--- config.mk ---
export PLATFORM = sky130hd
export DESIGN_NAME = dc_arbiter
export DESIGN_NICKNAME = d
export VERILOG_FILES = /design/src/logic/dcache_pkg.sv /design/src/logic/dc_arbiter.sv
export SDC_FILE = /design/constraint.sdc
export NUM_CORES = 1
export LEC_CHECK = 0
export CORE_AREA = 2 2 39 41
export DETAILED_ROUTE_END_ITERATION = 7
export DIE_AREA = 0 0 41 43
export DONT_BUFFER_PORTS = 1
export PLACE_DENSITY_LB_ADDON = 0.2
export SYNTH_ARGS = -nofsm -noshare
export SYNTH_HDL_FRONTEND = slang
export SYNTH_SLANG_ARGS = --single-unit
--- constraint.sdc ---
create_clock -name clk -period 1.4 [get_ports clk]
set_input_delay 0.21 -clock clk [delete_from_list [all_inputs] [get_ports clk]]
set_output_delay 0.21 -clock clk [all_outputs]
set_load 0.03 [all_outputs]
--- src/logic/dcache_pkg.sv ---
/* Geometry constants, tag entry, line type and access size and owner
   enums for the direct-mapped data cache */

package dcache_pkg;

  // Core and IO port widths
  localparam int ADDR_W = 32;
  localparam int DATA_W = 64;
  localparam int IO_W   = 32;

  // Address split into offset 3..0, index 8..4, tag 14..9
  localparam int OFFSET_W = 4;
  localparam int INDEX_W  = 5;
  localparam int TAG_W    = 6;

  localparam int NUM_LINES  = 32;
  localparam int LINE_BYTES = 16;
  localparam int LINE_W     = LINE_BYTES * 8;

  // Set on uncached accesses
  localparam int IO_BIT = 31;

  typedef struct packed {
    logic [TAG_W-1:0] tag;
    logic             valid;
    logic             dirty;
  } tag_entry_t;

  typedef logic [LINE_W-1:0] line_t;

  // Access size in bytes is 1 << size
  typedef enum logic [1:0] {
    SIZE_B = 2'd0,
    SIZE_H = 2'd1,
    SIZE_W = 2'd2,
    SIZE_D = 2'd3
  } size_e;

  typedef enum logic [1:0] {
    OWN_NONE = 2'd0,
    OWN_RD   = 2'd1,
    OWN_WR   = 2'd2
  } owner_e;

endpackage

--- src/logic/dc_arbiter.sv ---
/* Read/write arbiter that grants the cache to one requester and holds
   the grant until the access completes */

`timescale 1ns/1ps

module dc_arbiter (
  input  logic               clk,
  input  logic               rst_n,
  input  logic               mem_rd_req,
  input  logic               mem_conflict,
  input  logic               wr_fifo_empty,
  input  logic               wr_fifo_to_be_full,
  input  logic               done,
  output dcache_pkg::owner_e owner
);
  import dcache_pkg::*;

  logic   rd_ok;
  logic   wr_ok;
  owner_e owner_next;

  // A conflicting read must wait for the pipeline to clear
  assign rd_ok = mem_rd_req && !mem_conflict;
  assign wr_ok = !wr_fifo_empty;

  always_comb begin
    owner_next = owner;
    if (owner == OWN_NONE) begin
      // Write wins when the buffer is about to fill or nothing else is ready
      if (wr_ok && (wr_fifo_to_be_full || !rd_ok)) begin
        owner_next = OWN_WR;
      end else if (rd_ok) begin
        owner_next = OWN_RD;
      end
    end else if (done) begin
      owner_next = OWN_NONE;
    end
  end

  always_ff @(posedge clk) begin
    if (!rst_n) begin
      owner <= OWN_NONE;
    end else begin
      owner <= owner_next;
    end
  end

  // Granted requester keeps its request up until completion
  a_rd_held: assert property (
    @(posedge clk) disable iff (!rst_n)
    owner == OWN_RD |-> mem_rd_req
  );

  a_wr_held: assert property (
    @(posedge clk) disable iff (!rst_n)
    owner == OWN_WR |-> !wr_fifo_empty
  );

endmodule

==> results.json, run 1 <==
{
  "switching_share": 0.221,
  "gp_congestion": 0.439,
  "utilization": 0.117,
  "antenna_found_initial": 0,
  "clockRootBuffer": "clkbuf_4",
  "die_area_mm2": 0.00176,
  "p_int_uw": 169,
  "fp-row-count": 14,
  "yosys.area.top_type": "dfxtp_1",
  "cts_resized": 0,
  "worstPathArrival_ns": 1.19,
  "finalCriticalPeriod_ns": 1.05,
  "p_clk_frac": 0.576,
  "grt_pass1_vias": 91,
  "cts_max_path_buffers": 2,
  "io_pins": 9,
  "avgViaCountPerCell": 3.42,
  "synth_nets": 17,
  "final_common_cell": "clkbuf_4",
  "crit_fanout": 4,
  "p_leak_nw": 0.0622,
  "regMostFlops": "owner",
  "drtPass1Iterations": 2,
  "diodes": 0,
  "setup_violations": 0,
  "finalMaxSlewViolations": 0,
  "synth.distinct_cells": 9,
  "reg2reg_slack_ns": 0.35,
  "clock_skew_ns": 0.00264,
  "num_vias": 106,
  "clock_latency_ns": 0.22,
  "startpoint_type": "flop",
  "worst-slew-pin-transition_ns": 0.268,
  "crit_path_end_kind": "flop",
  "finalHoldViolations": 0,
  "clkTransAtPathRegs_ns": 0.03,
  "synth_area_um2": 104,
  "crit-reg2reg-capture": "owner[1]",
  "min_path_type": "in2reg",
  "max_stage_delay_ns": 0.51,
  "relSlewSlack": 0.819,
  "cts_tree": "built",
  "drc": 0,
  "critPathKind": "reg2reg",
  "worstHoldStart": "rst_n",
  "status": "complete, no violations",
  "hold_buffers": 0,
  "critPathRequiredTime_ns": 1.54,
  "syn_inst": 10,
  "place.port_buffers": 0,
  "layout_common_cells": "clkbuf_4 (3), dfxtp_1 (2), buf_4 (2)",
  "area.growth.synth_to_final_pct": 55.4,
  "synth_top_area_share": 0.386,
  "syn_avg_cell_area_um2": 10.4,
  "wire_per_inst_um": 8.32,
  "ant_nets": 0,
  "largest_reg_flops": 2,
  "grt_start_max_net_pins": 5,
  "grt_overflow_total": 0,
  "synth_seq_area_share": 0.386,
  "yosysWarnings": 0,
  "reg_top3": "owner (2)",
  "synthTopCellsByArea": "dfxtp_1 (39%), and3b_2 (9.6%), or4b_1 (9.6%)",
  "cp-startpoint": "owner[0]",
  "start_util": 0.0750,
  "p_per_area_mw_per_mm2": 1340,
  "grtUsageTotal": 0.0420,
  "cts_buffers": 3,
  "period_share": 0.750,
  "drive_gt1_frac": 0.467,
  "fin_nets": 24,
  "r2r_cells": 2,
  "p_comb_frac": 0.119,
  "die_w_um": 41,
  "drtIter0Drc": 2,
  "yosys_register_bits": 2,
  "p_seq_frac": 0.305,
  "die_h_um": 43,
  "cts_num_sinks": 2,
  "cp_cell_sequence": "or4b_1 -> o21ai_1",
  "clock.fmax_mhz": 952,
  "htree_levels": 1,
  "r2r_start": "owner[0]",
  "min_path_cells": 1,
  "rsz0062_at_grt": "no",
  "tns_ns": 0,
  "min_to": "owner[0]",
  "crit_path_top_delay_cell": "or4b_1",
  "grt_pass1_wl_um": 358,
  "p_sw_uw": 47.9,
  "wirelength_um": 258,
  "vdd_ir_drop_max_uv": 225,
  "core_area_mm2": 0.00138,
  "post-cts-setup-buffers": 0,
  "drv_cap": 0
}
## worst max path at each step
stage	depth (start not counted)	slack [ns]	to
floorplan	2	0.29	owner[1]
global placement	2	0.36	owner[1]
detailed placement	2	0.36	owner[1]
CTS	2	0.35	owner[1]
global route	2	0.32	owner[1]
finish	2	0.35	owner[1]
## metal layers
metal	vias up	track usage	wire length, um
li1	51	-	-
met1	45	0.0382	110
met2	10	0.0281	74
met3	0	0.0628	73
met4	0	0.0600	0
met5	-	0	0
## logic make-up after synthesis
| group | count (synthesis) | share of synthesized area |
|---|---|---|
| and+or+nand+nor | 6 | 0.482 |
| DFF | 2 | 0.386 |
| AOI/OAI and AO/OA | 2 | 0.132 |
## cells in the mapped netlist
library cell	number
a31o_2	1
and3b_2	1
dfxtp_1	2
nand2b_1	1
nand3b_1	1
nor3b_1	1
nor4b_1	1
o21ai_1	1
or4b_1	1
## layout make-up
type	count	area (um2)
repair buffers	2	15.0
flip-flops and latches	2	40.0
fillers	160	1220
well taps	16	20.0
multi-input cells	8	63.8
clock buffers	3	22.5
## power by group through the flow
stage	clock network (mW)	registers, mW	logic [mW]
after CTS	0.136	0.0658	0.0260
final	0.125	0.0660	0.0259
after global routing	0.151	0.0661	0.0273
after detailed placement	0	0.0666	0.0259
after floorplan	0	0.0744	0.00943
after global placement	0	0.0665	0.0259
## worst max-delay path, delay by kind of cell, from the launching register on
kind,cells,cell delay [ns]
AO/OA/AOI/OAI,1,0.15
flip-flops,1,0.32
AND/OR/NAND/NOR,1,0.51
## stage by stage
| stage | cell area [um2] | cells | worst slack (ns) | total power, mW | hold slack [ns] |
|---|---|---|---|---|---|
| floorplan | 104 | 10 | 0.290 | 0.0838 | 0.355 |
| global placement | 139 | 28 | 0.360 | 0.0924 | 0.369 |
| detailed placement | 139 | 28 | 0.356 | 0.0925 | 0.364 |
| CTS | 161 | 31 | 0.345 | 0.228 | 0.126 |
| global route | 161 | 31 | 0.319 | 0.245 | 0.117 |
| finish | 161 | 31 | 0.350 | 0.217 | 0.137 |
(Power assumes the default switching activity.)
==> run 2: changes to the inputs <==
==> constraint.sdc (replaced) <==
create_clock -name clk -period 1.04 [get_ports clk]
set_input_delay 0.156 -clock clk [delete_from_list [all_inputs] [get_ports clk]]
set_output_delay 0.156 -clock clk [all_outputs]
set_load 0.03 [all_outputs]
==> run 2 against run 1 <==
Effect of this change:
- total power is 39% higher
- worst setup slack lost 0.35 ns
- combinational power up 80%
- non-clock buffer count increased by 1
- via count is 5.7% higher
- largest power group unchanged
- flip-flop and latch count stayed put
- register-to-register slack lost 0.35 ns
- clock skew about the same
- highest routed layer unchanged
==> results.json, run 2 (synthesized netlist as in run 1, its figures left out) <==
{
  "htree_levels": 1,
  "drv_cap": 0,
  "relSlewSlack": 0.826,
  "utilization": 0.133,
  "largest_reg_flops": 2,
  "critPathRequiredTime_ns": 1.18,
  "drtIter0Drc": 1,
  "min_path_type": "in2reg",
  "crit_fanout": 2,
  "worstPathArrival_ns": 1.18,
  "ant_nets": 0,
  "finalNonFillerCells": 32,
  "place.port_buffers": 0,
  "grt_start_max_net_pins": 5,
  "cts_tree": "built",
  "core_area_mm2": 0.00138,
  "worst-slew-pin-transition_ns": 0.258,
  "area.growth.synth_to_final_pct": 77.1,
  "avgViaCountPerCell": 3.50,
  "startpoint_type": "flop",
  "antenna_found_initial": 0,
  "clkTransAtPathRegs_ns": 0.03,
  "fp-row-count": 14,
  "drive_gt1_frac": 0.750,
  "reg_top3": "owner (2)",
  "drc": 0,
  "die_h_um": 43,
  "clock.fmax_mhz": 966,
  "crit_path_end_kind": "flop",
  "finalCriticalPeriod_ns": 1.04,
  "dp_cells": 29,
  "whs_ns": 0.0881,
  "status": "complete, no violations",
  "io_pins": 9,
  "start_util": 0.0750,
  "p_per_area_mw_per_mm2": 1640,
  "clock_skew_ns": 0.00231,
  "tns_ns": 0,
  "cts_num_sinks": 2,
  "clockRootBuffer": "clkbuf_4",
  "wire_per_inst_um": 10.1,
  "period_share": 0.995,
  "layout_common_cells": "clkbuf_4 (3), buf_4 (3), dfxtp_4 (2)",
  "grtUsageTotal": 0.0451,
  "p_leak_nw": 0.0717,
  "die_w_um": 41,
  "gp_congestion": 0.467,
  "finalMaxSlewViolations": 0,
  "die_area_mm2": 0.00176,
  "rsz0062_at_grt": "yes",
  "diodes": 0,
  "cts_buffers": 3,
  "setup_violations": 0,
  "vdd_ir_drop_max_uv": 304,
  "regMostFlops": "owner",
  "clock_latency_ns": 0.22,
  "wirelength_um": 322,
  "grt_pass1_wl_um": 407,
  "grt_overflow_total": 0,
  "fin_nets": 25,
  "critPathKind": "reg2reg",
  "cts_max_path_buffers": 2,
  "num_vias": 112,
  "drtPass1Iterations": 2,
  "finalHoldViolations": 0,
  "grt_pass1_vias": 113
}
==> run 2: cell type report <==
class,instances,area [um2]
Clock buffer,3,22.5
Fill cell,158,1200
Multi-Input combinational cell,8,71.3
Sequential cell,2,47.5
Tap cell,16,20.0
Timing Repair Buffer,3,22.5
==> run 2: metal layers <==
metal	up-vias	routed length (um)	GRT usage
li1	53	-	-
met1	50	123	0.0288
met2	9	130	0.0469
met3	0	68	0.0628
met4	0	0	0.0600
met5	-	0	0
==> run 2: repair_timing <==
action                                  4_1_cts  5_1_grt
endpoints found under the setup margin        1        1
pin swaps                                     1        0
gates resized for setup                       0        2
endpoints found under the hold margin         0        0
setup buffers                                 0        0
hold buffers                                  0        0
==> run 2: where the power goes <==
part | switching (mW) | internal [mW]
clock network | 0.0422 | 0.127
registers | 0.00393 | 0.0822
logic | 0.0222 | 0.0244
total | 0.0683 | 0.234
==> run 2: worst paths after layout <==
kind / cells after the start / start / slack [ns] / to
min: 1 / rst_n / 0.09 / owner[0]
max: 2 / owner[1] / 0.005 / owner[1]
max reg2reg: 2 / owner[1] / 0.005 / owner[1]
min reg2reg: 2 / owner[1] / 0.53 / owner[1]
==> run 2: worst max-delay path, stage by stage (launching register included) <==
cell     delay, ns
dfxtp_4       0.33
or4b_4        0.51
o21ai_2       0.13
==> run 2: stage by stage <==
| step | area (um2) | power (mW) | setup WS [ns] |
|---|---|---|---|
| finish | 184 | 0.302 | 0.00485 |
| global route | 184 | 0.333 | -0.0193 |
| CTS | 176 | 0.308 | 0.0126 |
| detailed placement | 154 | 0.129 | 0.00466 |
| global placement | 154 | 0.129 | -0.00690 |
| floorplan | 111 | 0.112 | -0.00766 |
==> run 3: changes to the inputs <==
==> constraint.sdc (replaced) <==
create_clock -name clk -period 1.01 [get_ports clk]
set_input_delay 0.1515 -clock clk [delete_from_list [all_inputs] [get_ports clk]]
set_output_delay 0.1515 -clock clk [all_outputs]
set_load 0.03 [all_outputs]
==> run 3 against run 2 <==
Effect of this change:
- the run now ends with setup timing left
- final area increased by 20%
- final cell count rose by 6.3%
- first-iteration DRC count is the same
- count of clock-buffer cells in the layout is the same
- via count is 8.0% higher
- clock power hardly changed
- maximum frequency up 1.5%
- core utilization up 2.7 points
- hold slack worse by 0.0085 ns
- combinational power rose by 40%
- largest cell class unchanged
- largest power group unchanged
- highest routed layer unchanged
==> results.json, run 3 (synthesized netlist as in run 1, its figures left out) <==
{
  "vdd_ir_drop_max_uv": 273,
  "avgViaCountPerCell": 3.56,
  "finalMaxSlewViolations": 0,
  "finalNonFillerCells": 34,
  "relSlewSlack": 0.849,
  "die_area_mm2": 0.00176,
  "htree_levels": 1,
  "r2r_start": "owner[1]",
  "reg_top3": "owner (2)",
  "area.growth.synth_to_final_pct": 113,
  "antenna_found_initial": 0,
  "diodes": 0,
  "cts_buffers": 3,
  "p_seq_frac": 0.271,
  "finalCriticalPeriod_ns": 1.02,
  "clock_latency_ns": 0.22,
  "max_stage_delay_ns": 0.51,
  "worst-slew-pin-transition_ns": 0.226,
  "critPathKind": "reg2reg",
  "period_share": 1.01,
  "clockRootBuffer": "clkbuf_4",
  "violations": "setup timing",
  "num_vias": 121,
  "die_h_um": 43,
  "fin_area_um2": 221,
  "io_pins": 9,
  "gp_congestion": 0.422,
  "crit_path_top_delay_cell": "or4b_4",
  "grt_start_max_net_pins": 5,
  "r2r_cells": 2,
  "ant_nets": 0,
  "min_to": "owner[0]",
  "critPathTopFamily": "simple AND/OR/NAND/NOR gates",
  "finalHoldViolations": 0,
  "largest_reg_flops": 2,
  "cts_num_sinks": 2,
  "fin_nets": 27,
  "drc": 0,
  "p_sw_uw": 71.5,
  "drtIter0Drc": 1,
  "grt_overflow_total": 0,
  "p_per_area_mw_per_mm2": 1470,
  "status": "finished, violations left",
  "place_area_um2": 161,
  "p_clk_frac": 0.528,
  "hold_buffers": 0,
  "p_comb_frac": 0.201,
  "drtPass1Iterations": 2,
  "timing.critical_path.buf_inv": 0,
  "fin_ws_ns": -0.00973,
  "start_util": 0.0750,
  "dp_cells": 30,
  "crit-reg2reg-capture": "owner[1]",
  "worstPathArrival_ns": 1.16,
  "p_leak_nw": 0.0910,
  "crit_path_end_kind": "flop",
  "drv_cap": 0,
  "p_int_uw": 253,
  "switching_share": 0.220,
  "crit_fanout": 2,
  "reg2reg_slack_ns": -0.01,
  "min_path_type": "in2reg",
  "layout_common_cells": "clkbuf_4 (3), buf_4 (3), dfxtp_4 (2), buf_6 (2)",
  "cp_cell_sequence": "or4b_4 -> o21ai_2",
  "grt_pass1_vias": 128,
  "setup_violations": 1,
  "clkTransAtPathRegs_ns": 0.03,
  "cts_tree": "built",
  "min_path_cells": 1,
  "core_area_mm2": 0.00138,
  "wirelength_um": 319,
  "die_w_um": 41,
  "regMostFlops": "owner",
  "place.port_buffers": 0,
  "worstHoldStart": "rst_n",
  "critPathRequiredTime_ns": 1.16,
  "grt_pass1_wl_um": 441,
  "clock_skew_ns": 0.00269,
  "fp-row-count": 14,
  "startpoint_type": "flop",
  "clock.fmax_mhz": 981,
  "grtUsageTotal": 0.0491,
  "drive_gt1_frac": 0.833,
  "wire_per_inst_um": 9.38,
  "cts_max_path_buffers": 2,
  "rsz0062_at_grt": "yes"
}
-- run 3: worst max path at each step --
| stage | cells past startpoint | slack (ns) | from | end |
|---|---|---|---|---|
| after floorplan | 2 | -0.04 | owner[1] | owner[1] |
| after global placement | 2 | -0.01 | owner[1] | owner[1] |
| after detailed placement | 2 | -0.03 | owner[1] | owner[1] |
| after CTS | 2 | -0.02 | owner[1] | owner[1] |
| after global routing | 2 | -0.05 | owner[1] | owner[1] |
| final | 2 | -0.01 | owner[1] | owner[1] |
-- run 3: power groups by stage --
stage,sequential (mW),clock (mW),combinational [mW]
after detailed placement,0.0886,0,0.0468
after CTS,0.0880,0.185,0.0488
after global routing,0.0895,0.196,0.0697
final,0.0882,0.171,0.0653
after floorplan,0.102,0,0.0132
after global placement,0.0889,0,0.0464
-- run 3: what timing repair did --
item                                    4_1_cts  5_1_grt
gates resized for setup                       1        5
buffers inserted                              0        1
endpoints found under the setup margin        2        4
pin swaps                                     1        0
cloned                                        0        0
-- run 3: layout make-up --
| class | count | area (um2) |
|---|---|---|
| Multi-Input combinational cell | 8 | 86.3 |
| Timing Repair Buffer | 5 | 45.0 |
| Clock buffer | 3 | 22.5 |
| Fill cell | 164 | 1160 |
| Tap cell | 16 | 20.0 |
| Sequential cell | 2 | 47.5 |
-- run 3: metal layers --
metal | wire length [um] | up-vias | track usage | part of all wire
met2 | 170 | 10 | 0.0625 | 0.53
met5 | 0 | - | 0 | 0
met4 | 0 | 0 | 0.0800 | 0
met1 | 80 | 53 | 0.0256 | 0.25
met3 | 68 | 0 | 0.0471 | 0.21
li1 | - | 58 | - | -
-- run 3: stage by stage --
| step | power (mW) | hold slack [ns] | setup TNS (ns) | setup slack (ns) | util |
|---|---|---|---|---|---|
| 5_1_grt | 0.355 | 0.0724 | -0.0496 | -0.0496 | 0.160 |
| 2_1_floorplan | 0.116 | 0.296 | -0.0377 | -0.0377 | - |
| 6_report | 0.325 | 0.0796 | -0.00973 | -0.00973 | 0.160 |
| 4_1_cts | 0.322 | 0.0725 | -0.0214 | -0.0214 | 0.137 |
| 3_3_place_gp | 0.135 | 0.307 | -0.0135 | -0.0135 | 0.117 |
| 3_5_place_dp | 0.135 | 0.309 | -0.0381 | -0.0250 | 0.117 |
